==> src/st_mem_pkg.sv <==
// shared widths and types; word addresses are byte address bits 23:1, mem size codes 6/7 unused
`default_nettype none

package st_mem_pkg;

	parameter int ADDR_W = 23; // word address, byte bits 23:1
	parameter int DATA_W = 16;

	// ram size as coded in system control word bits 3:1
	typedef enum logic [2:0] {
		MEM_512K = 3'd0,
		MEM_1M   = 3'd1,
		MEM_2M   = 3'd2,
		MEM_4M   = 3'd3,
		MEM_8M   = 3'd4,
		MEM_14M  = 3'd5
	} mem_size_e;

	typedef struct packed {
		mem_size_e mem_size;
		logic      ste;       // ste or mega ste
		logic      steroids;  // both model bits set
		logic      viking_en; // hi-res card usable
	} sys_cfg_t;

	typedef struct packed {
		logic [ADDR_W-1:0] addr;
		logic [DATA_W-1:0] data;
		logic              rd;
		logic              wr;
		logic              uds;
		logic              lds;
	} mmu_req_t;

	// blitter bus master, always full word
	typedef struct packed {
		logic [ADDR_W-1:0] addr;
		logic [DATA_W-1:0] data;
		logic              rd;
		logic              wr;
	} bm_req_t;

	typedef struct packed {
		logic [ADDR_W:0]   addr; // msb tied low
		logic [DATA_W-1:0] din;
		logic              oe;
		logic              we;
		logic              uds;
		logic              lds;
	} sdram_cmd_t;

	typedef enum logic [1:0] {PRE = 2'd0, CPU = 2'd1, VIDEO = 2'd2, IDLE = 2'd3} slot_e;

	typedef enum logic [1:0] {OWN_MMU, OWN_BLIT, OWN_DL, OWN_VID} owner_e;

	// top six word address bits of the hi-res card window
	parameter logic [5:0] VIKING_BASE_ST = 6'b110000; // $c00000
	parameter logic [5:0] VIKING_BASE_HI = 6'b111010; // $e80000, steroids

endpackage

`default_nettype wire

==> src/st_bus_ctrl.sv <==
// SLOT_DIV must be 2 or more; upload host must hold dl_addr/dl_data stable from req until ack
`timescale 1ns/10ps
`default_nettype none

module st_bus_ctrl
	import st_mem_pkg::*;
#(
	parameter int SLOT_DIV = 4 // clocks per bus slot
) (
	input  wire         clk_32,
	input  wire         xsint,
	input  wire  [31:0] system_ctrl_i,
	input  wire         dl_active_i,
	input  wire         dl_req_i,
	input  wire         bm_has_bus_i,
	input  wire         vid_read_i,
	input  wire         viking_active_i,
	output sys_cfg_t    cfg_o,
	output slot_e       slot_o,
	output logic        slot_stb_o,
	output owner_e      owner_o,
	output logic        dl_wr_o,
	output logic        dl_ack_o
);

	localparam int DIV_W = $clog2(SLOT_DIV + 1);

	logic [DIV_W-1:0] div_cnt; // prescaler
	slot_e            slot_q;

	// configuration decode, purely combinational
	always_comb begin
		cfg_o.mem_size  = mem_size_e'(system_ctrl_i[3:1]);
		cfg_o.ste       = system_ctrl_i[23] | system_ctrl_i[24];
		cfg_o.steroids  = system_ctrl_i[23] & system_ctrl_i[24]; // ste on steroids
		// card needs ram up to 8M, steroids moves it above 14M
		cfg_o.viking_en = (system_ctrl_i[28] && (cfg_o.mem_size <= MEM_8M)) ||
		                  cfg_o.steroids;
	end

	assign slot_stb_o = (div_cnt == DIV_W'(SLOT_DIV - 1)); // last clock of slot
	assign slot_o     = slot_q;

	always_ff @(posedge clk_32 or negedge xsint) begin
		if (!xsint) begin
			div_cnt <= '0;
			slot_q  <= PRE;
		end else if (slot_stb_o) begin
			div_cnt <= '0;
			slot_q  <= slot_e'(slot_q + 2'd1); // idle wraps to pre
		end else begin
			div_cnt <= div_cnt + DIV_W'(1);
		end
	end

	// upload req/ack, ack itself is the state bit
	// one write per request, only on a cpu slot strobe
	assign dl_wr_o = dl_active_i && dl_req_i && !dl_ack_o &&
	                 (slot_q == CPU) && slot_stb_o;

	always_ff @(posedge clk_32 or negedge xsint) begin
		if (!xsint)
			dl_ack_o <= 1'b0;
		else if (dl_wr_o)
			dl_ack_o <= 1'b1; // same edge as the write command
		else if (dl_ack_o && !dl_req_i)
			dl_ack_o <= 1'b0; // host released req
	end

	// bus owner by slot and priority
	always_comb begin
		owner_o = OWN_MMU;
		case (slot_q)
			CPU: begin
				if (dl_active_i)
					owner_o = OWN_DL;   // upload beats blitter
				else if (bm_has_bus_i)
					owner_o = OWN_BLIT;
			end
			VIDEO: if (viking_active_i && vid_read_i) owner_o = OWN_VID;
			default: owner_o = OWN_MMU; // pre and idle
		endcase
	end

	// ack only ever answers a pending request
	a_ack_needs_req: assert property (@(posedge clk_32) disable iff (!xsint)
		$rose(dl_ack_o) |-> $past(dl_req_i));

	// upload write lands in a cpu slot owned by the upload
	a_dl_wr_cpu: assert property (@(posedge clk_32) disable iff (!xsint)
		dl_wr_o |-> (slot_o == CPU) && (owner_o == OWN_DL));

endmodule

`default_nettype wire

==> src/st_ram_window.sv <==
// command is registered one clock after its inputs; mem size codes 6/7 block all mmu access
`timescale 1ns/10ps
`default_nettype none

module st_ram_window
	import st_mem_pkg::*;
(
	input  wire               clk_32,
	input  wire               xsint,
	input  sys_cfg_t          cfg_i,
	input  owner_e            owner_i,
	input  wire               dl_wr_i,
	input  mmu_req_t          mmu_i,
	input  bm_req_t           bm_i,
	input  wire  [ADDR_W-1:0] vid_addr_i,
	input  wire  [ADDR_W-1:0] dl_addr_i,
	input  wire  [DATA_W-1:0] dl_data_i,
	output sdram_cmd_t        sdram_o
);

	logic              ram_ok; // mmu address inside configured ram
	sdram_cmd_t        nxt;
	logic [ADDR_W:0]   addr_q;
	logic [DATA_W-1:0] din_q;
	logic              oe_q, we_q;
	logic              uds_q, lds_q;

	// size windows on word address, a[22] is byte bit 23
	always_comb begin
		case (cfg_i.mem_size)
			MEM_512K: ram_ok = (mmu_i.addr[22:18] == 5'b00000);
			MEM_1M:   ram_ok = (mmu_i.addr[22:19] == 4'b0000);
			MEM_2M:   ram_ok = (mmu_i.addr[22:20] == 3'b000);
			MEM_4M:   ram_ok = (mmu_i.addr[22:21] == 2'b00);
			MEM_8M:   ram_ok = !mmu_i.addr[22];
			MEM_14M:  ram_ok = !(&mmu_i.addr[22:20]); // all but $e00000 up
			default:  ram_ok = 1'b0;
		endcase
	end

	always_comb begin
		nxt.addr = {1'b0, mmu_i.addr};
		nxt.din  = mmu_i.data;
		nxt.oe   = mmu_i.rd & ram_ok; // out of range still passes addr/data
		nxt.we   = mmu_i.wr & ram_ok;
		nxt.uds  = mmu_i.uds;
		nxt.lds  = mmu_i.lds;
		case (owner_i)
			OWN_DL: begin
				nxt.addr = {1'b0, dl_addr_i};
				nxt.din  = dl_data_i;
				nxt.oe   = 1'b0;
				nxt.we   = dl_wr_i; // only on the granted strobe
				nxt.uds  = 1'b1;
				nxt.lds  = 1'b1;
			end
			OWN_BLIT: begin
				nxt.addr = {1'b0, bm_i.addr};
				nxt.din  = bm_i.data;
				nxt.oe   = bm_i.rd;
				nxt.we   = bm_i.wr;
				nxt.uds  = 1'b1; // blitter is word only
				nxt.lds  = 1'b1;
			end
			OWN_VID: begin
				nxt.addr = {1'b0, vid_addr_i};
				nxt.din  = '0;
				nxt.oe   = 1'b1; // video fetch
				nxt.we   = 1'b0;
				nxt.uds  = 1'b1;
				nxt.lds  = 1'b1;
			end
			default: ; // mmu, set above
		endcase
	end

	always_ff @(posedge clk_32 or negedge xsint) begin
		if (!xsint) begin
			oe_q <= 1'b0;
			we_q <= 1'b0;
		end else begin
			oe_q <= nxt.oe;
			we_q <= nxt.we;
		end
	end

	// payload follows without reset
	always_ff @(posedge clk_32) begin
		addr_q <= nxt.addr;
		din_q  <= nxt.din;
		uds_q  <= nxt.uds;
		lds_q  <= nxt.lds;
	end

	assign sdram_o = '{addr: addr_q, din: din_q, oe: oe_q, we: we_q, uds: uds_q, lds: lds_q};

	// read and write never issued in one command
	a_no_rd_wr: assert property (@(posedge clk_32) disable iff (!xsint)
		!(sdram_o.oe && sdram_o.we));

endmodule

`default_nettype wire

==> src/st_rom_map.sv <==
// tos size is learned from upload addresses only; rom_addr_o is combinational
`timescale 1ns/10ps
`default_nettype none

module st_rom_map
	import st_mem_pkg::*;
(
	input  wire               clk_32,
	input  wire               xsint,
	input  wire               dl_active_i,
	input  wire  [ADDR_W-1:0] dl_addr_i,
	input  wire               rom2_sel_i,
	input  wire  [ADDR_W-1:0] cpu_addr_i,
	output logic [ADDR_W-1:0] rom_addr_o
);

	logic tos192k; // set: 192k image at $fc0000

	always_ff @(posedge clk_32 or negedge xsint) begin
		if (!xsint)
			tos192k <= 1'b0;
		else if (dl_active_i) begin
			if (dl_addr_i[22:17] == 6'b111111)
				tos192k <= 1'b1; // upload to top of memory
			else if (dl_addr_i[22:19] == 4'hE)
				tos192k <= 1'b0; // 256k image at $e00000
		end
	end

	// bank 2 remap, low 17 word bits kept
	always_comb begin
		if (!rom2_sel_i)
			rom_addr_o = cpu_addr_i;
		else if (tos192k)
			rom_addr_o = {4'hF, 2'b11, cpu_addr_i[16:0]};
		else
			rom_addr_o = {4'hE, 2'b00, cpu_addr_i[16:0]};
	end

endmodule

`default_nettype wire

==> src/st_viking_watch.sv <==
// counts only mmu accesses seen on pre slot strobes; active stays set until reset
`timescale 1ns/10ps
`default_nettype none

module st_viking_watch
	import st_mem_pkg::*;
#(
	parameter int VIKING_HITS = 255 // accesses before driver counts as loaded
) (
	input  wire       clk_32,
	input  wire       xsint,
	input  sys_cfg_t  cfg_i,
	input  wire       slot_stb_i,
	input  slot_e     slot_i,
	input  mmu_req_t  mmu_i,
	output logic      viking_active_o
);

	localparam int CNT_W = $clog2(VIKING_HITS + 1);

	logic [CNT_W-1:0] hit_cnt;
	logic [5:0]       win_base;
	logic             hit;
	logic             full;

	assign win_base = cfg_i.steroids ? VIKING_BASE_HI : VIKING_BASE_ST;
	assign full     = (hit_cnt == CNT_W'(VIKING_HITS)); // saturate here

	// probes outside the window are ignored
	assign hit = slot_stb_i && (slot_i == PRE) && (mmu_i.rd || mmu_i.wr) &&
	             cfg_i.viking_en && (mmu_i.addr[22:17] == win_base);

	always_ff @(posedge clk_32 or negedge xsint) begin
		if (!xsint) begin
			hit_cnt         <= '0;
			viking_active_o <= 1'b0;
		end else begin
			if (hit && !full)
				hit_cnt <= hit_cnt + CNT_W'(1);
			viking_active_o <= full; // one clock behind the count
		end
	end

	// once the driver is seen the card keeps the video slot
	a_active_sticky: assert property (@(posedge clk_32) disable iff (!xsint)
		viking_active_o |=> viking_active_o);

endmodule

`default_nettype wire

==> src/st_mem_top.sv <==
// memory side only; sdram_o feeds an external sdram controller, one command per clock
`timescale 1ns/10ps
`default_nettype none

module st_mem_top
	import st_mem_pkg::*;
#(
	parameter int SLOT_DIV    = 4,
	parameter int VIKING_HITS = 255
) (
	input  wire               clk_32,
	input  wire               xsint,
	input  wire  [31:0]       system_ctrl_i,
	input  mmu_req_t          mmu_i,
	input  bm_req_t           bm_i,
	input  wire               bm_has_bus_i,   // blitter holds bgack
	input  wire  [ADDR_W-1:0] vid_addr_i,
	input  wire               vid_read_i,
	input  wire               rom2_sel_i,
	input  wire  [ADDR_W-1:0] cpu_addr_i,
	input  wire               dl_active_i,    // whole tos upload
	input  wire  [ADDR_W-1:0] dl_addr_i,
	input  wire  [DATA_W-1:0] dl_data_i,
	input  wire               dl_req_i,
	output sdram_cmd_t        sdram_o,
	output logic [ADDR_W-1:0] rom_addr_o,
	output logic              dl_ack_o,
	output slot_e             bus_slot_o,
	output logic              viking_active_o
);

	sys_cfg_t cfg;
	logic     slot_stb;
	owner_e   owner;
	logic     dl_wr;

	st_bus_ctrl #(.SLOT_DIV(SLOT_DIV)) u_bus_ctrl (
		.clk_32          (clk_32),
		.xsint           (xsint),
		.system_ctrl_i   (system_ctrl_i),
		.dl_active_i     (dl_active_i),
		.dl_req_i        (dl_req_i),
		.bm_has_bus_i    (bm_has_bus_i),
		.vid_read_i      (vid_read_i),
		.viking_active_i (viking_active_o),
		.cfg_o           (cfg),
		.slot_o          (bus_slot_o),
		.slot_stb_o      (slot_stb),
		.owner_o         (owner),
		.dl_wr_o         (dl_wr),
		.dl_ack_o        (dl_ack_o)
	);

	st_ram_window u_ram_window (
		.clk_32     (clk_32),
		.xsint      (xsint),
		.cfg_i      (cfg),
		.owner_i    (owner),
		.dl_wr_i    (dl_wr),
		.mmu_i      (mmu_i),
		.bm_i       (bm_i),
		.vid_addr_i (vid_addr_i),
		.dl_addr_i  (dl_addr_i),
		.dl_data_i  (dl_data_i),
		.sdram_o    (sdram_o)
	);

	// watches upload addresses independently of the handshake
	st_rom_map u_rom_map (
		.clk_32      (clk_32),
		.xsint       (xsint),
		.dl_active_i (dl_active_i),
		.dl_addr_i   (dl_addr_i),
		.rom2_sel_i  (rom2_sel_i),
		.cpu_addr_i  (cpu_addr_i),
		.rom_addr_o  (rom_addr_o)
	);

	st_viking_watch #(.VIKING_HITS(VIKING_HITS)) u_viking_watch (
		.clk_32          (clk_32),
		.xsint           (xsint),
		.cfg_i           (cfg),
		.slot_stb_i      (slot_stb),
		.slot_i          (bus_slot_o),
		.mmu_i           (mmu_i),
		.viking_active_o (viking_active_o)
	);

endmodule

`default_nettype wire

==> config.mk <==
export PLATFORM = sky130hd
export DESIGN_NAME = st_mem_top
export DESIGN_NICKNAME = d
export VERILOG_FILES = /design/src/st_mem_pkg.sv /design/src/st_bus_ctrl.sv /design/src/st_ram_window.sv /design/src/st_rom_map.sv /design/src/st_viking_watch.sv /design/src/st_mem_top.sv
export SDC_FILE = /design/constraint.sdc
export NUM_CORES = 1
export LEC_CHECK = 0
export ABC_AREA = 1
export BUFFER_PORTS_ARGS = -buffer_cell sky130_fd_sc_hd__buf_4
export CELL_PAD_IN_SITES_DETAIL_PLACEMENT = 1
export CELL_PAD_IN_SITES_GLOBAL_PLACEMENT = 2
export CORE_MARGIN = 3
export CORE_UTILIZATION = 18
export DETAILED_ROUTE_END_ITERATION = 10
export HOLD_SLACK_MARGIN = 0.02
export PLACE_DENSITY_LB_ADDON = 0.1
export SYNTH_ARGS = -nofsm -noshare
export SYNTH_HDL_FRONTEND = slang
export SYNTH_SLANG_ARGS = --single-unit
==> constraint.sdc <==
create_clock -name clk_32 -period 1.9 [get_ports clk_32]
set_input_delay 0.19 -clock clk_32 [delete_from_list [all_inputs] [get_ports clk_32]]
set_output_delay 0.19 -clock clk_32 [all_outputs]
set_load 0.005 [all_outputs]
==> results.yml <==
synth:
  synth_cell_types: 36
  netlist_area_um2: 3230
  netlist_top_cells_area: "dfxtp_1 25%, nand2_1 22%, dfrtp_1 14%"
  synthesis.nets: 649
  synth_top_area_cell: "dfxtp_1"
  ys_warn_count: 0
  synth_top_area_share_pct: 25.4
  avgSynthCellArea_um2: 7.41
  synth_ff_type: "dfxtp_1"
  synthArstFlopShare_pct: 30.5
  synth_seq_cells: 59
  yosysSeqAreaShare_pct: 39.3
  syn-instance-count: 436
  synth_edf_count: 0
global_route:
  grt_start_max_net_pins: 40
  grt_pass1_wl_um: 22300
  grt_overflow_total: 0
  grt_pass1_vias: 3935
  grt_usage_pct: 14.7
  antenna_found_initial: 0
placed_design:
  post-place-cells: 849
  place_hpwl_um: 11400
  io_buffers: 217
  place_congestion: 0.835
cells_and_area:
  stdcell_count: 867
  diodes: 0
  layout_commonest_cell: "buf_4"
  area_delta_synth_final_pct: 64.5
  final_cell_mix: "220 x buf_4, 187 x nand2_1, 41 x dfxtp_1, 30 x nand4_1, 26 x inv_1"
  fill_cells: 2158
  fin_nets: 850
  multiInputGateArea_um2: 1550
  regArea_um2: 1270
  drive_gt1_share_pct: 43.0
drt:
  drtPass1Iterations: 4
  drt_wl_total_um: 14300
  via_per_inst: 4.11
  vias: 3562
  antenna_left: 0
  route.detailed.drc: 0
  drt_iter0_drc: 101
  avgRoutedWirePerCell_um: 16.5
clock_tree:
  cts-resized-gates: 0
  root_buffer: "clkbuf_16"
  cts_made_buffers: 9
  cts_sinks: 59
  clock_latency_ns: 0.33
  htreeDepth: 3
  clkTransAtPathRegs_ns: 0.05
  cts_tree: "yes"
  cts_buffer_depth: 2
outcome:
  outcome: "completed"
setup_path:
  crit_path_end: "u_ram_window.addr_q[5]$_DFF_P_"
  cp.arrival_ns: 1.98
  timing.rr.start: "u_bus_ctrl.slot_o[0]$_DFFE_PN0N_"
  cp_max_fo: 11
  cp-end-kind: "register"
  reg2regPathDepth: 7
  cpLargestDelayFamily: "simple AND/OR/NAND/NOR gates"
  critPathBufInv: 2
  required_ns: 2.17
  cp_num_cells: 7
  startpoint: "u_bus_ctrl.slot_o[0]$_DFFE_PN0N_"
  regToRegEndpoint: "u_ram_window.addr_q[5]$_DFF_P_"
  cpMaxStageDelayCell: "ha_1"
  critPathKind: "register to register"
  r2r_setup_slack_ns: 0.19
  worst_setup_path_start_kind: "register"
  slowest_delay_ns: 0.41
  cp_cell_sequence: "inv_1 -> ha_1 -> nand2_4 -> nor2_4 -> buf_4 -> nand2_1 -> nand4_1"
timing:
  timing.final.crit_period_ns: 1.71
  hold_viol_final: 0
  slew_violations: 0
  setup_violations: 0
  fin_setup_tns_ns: 0
  max_freq_ghz: 0.585
  period_share_pct: 89.9
  skew_ns: 0.00721
  rsz0062_at_grt: "no"
floorplanning:
  rows: 48
  die-height_um: 140
  dieArea_um2: 19600
  num_io_pins: 279
  initial_core_util_pct: 18.5
  die_w_um: 140
  core_um2: 17400
hold_path:
  hp-class: "primary input to register"
power_and_ir_drop:
  p_leak_nw: 2.65
  p_per_area_nw_per_um2: 676
  ir_drop_mv: 0.433
flow_run:
  maxCapViolCount: 0
==> synth_stat cells, types with 4 or more instances <==
master     n
nand2_2    5
buf_6      7
o21ai_0    6
or2_2      5
buf_2      5
nand2_1  187
dfrtp_1   18
buf_4     24
nor2_1     9
inv_1     26
dfxtp_1   41
nand3_1   25
a21oi_1    4
ha_1       5
inv_2      5
nand3_2    6
nand4_1   30
==> timing repair <==
action | 4_1_cts | 5_1_grt
hold endpoints to repair | 18 | 0
hold buffers | 1 | 0
endpoints found under the setup margin | 0 | 11
setup buffers | 0 | 1
==> layout make-up <==
class	instances	area share, %
well taps	225	5.30
multi-input cells	308	29.1
clock inverters	3	0.801
clock buffers	13	5.30
flip-flops and latches	59	23.9
inverters	33	2.43
repair buffers	226	33.2
==> flip-flops by register name, indices dropped and copies added (netlist names), 2 cells and up <==
signal                  cells
u_ram_window.din_q         16
u_viking_watch.hit_cnt      8
u_bus_ctrl.slot_o           2
u_bus_ctrl.div_cnt          3
u_ram_window.addr_q        23
==> stage by stage <==
step | power, mW | worst slack, ns | area (um2) | hold slack, ns | utilization (%)
global placement | 1.84 | 0.179 | 4970 | 0.0928 | 28.5
floorplan | 1.47 | 0.423 | 3230 | -0.106 | -
detailed placement | 1.85 | 0.127 | 4970 | 0.0958 | 28.5
CTS | 3.69 | 0.124 | 5310 | 0.0289 | 30.5
finish | 3.59 | 0.192 | 5310 | 0.0460 | 30.5
global route | 3.77 | 0.00991 | 5310 | 0.0358 | 30.5
==> how the worst min path moves through the flow <==
stage | cells after the start | startpoint | to | slack [ns]
5_1_grt | 3 | dl_addr_i[6] | u_ram_window.addr_q[6]$_DFF_P_ | 0.04
4_1_cts | 2 | mmu_i[0] | u_ram_window.lds_q$_DFF_P_ | 0.03
6_report | 2 | mmu_i[0] | u_ram_window.lds_q$_DFF_P_ | 0.05
2_1_floorplan | 0 | xsint | u_bus_ctrl.div_cnt[0]$_DFF_PN0_ | -0.11
3_3_place_gp | 1 | xsint | u_bus_ctrl.slot_o[1]$_DFFE_PN0N_ | 0.09
3_5_place_dp | 1 | xsint | u_bus_ctrl.slot_o[0]$_DFFE_PN0N_ | 0.1
==> routing by layer <==
metal | global-route usage [%] | share of wire, % | up-vias
li1 | - | - | 1767
met1 | 16.8 | 40 | 1656
met2 | 26.6 | 52 | 129
met3 | 4.68 | 6.0 | 10
met4 | 3.47 | 1.2 | 0
met5 | 0 | 0 | -
==> worst register-to-register path: cells and delay by family (launching register included) <==
family	cells	cell delay, ns
adders and majority gates	1	0.41
buffers and inverters	2	0.34
DFF	1	0.40
and+or+nand+nor	4	0.50
==> report_power, final <==
group          switching, mW  leakage (nW)  total, mW  internal (mW)
Sequential            0.0170         0.591       1.31           1.30
Combinational          0.173          1.91      0.501          0.327
Clock                  0.611         0.157       1.78           1.16
==> cell families after synthesis <==
family / share of synthesized area [%]
and+or+nand+nor: 41.9
buffers and inverters: 12.8
DFF: 39.3
AOI/OAI and AO/OA: 3.10
adders and majority gates: 1.94
xor gates and xnor gates: 0.813
other: 0.116
Note: power is estimated with default switching activity, not from simulation.
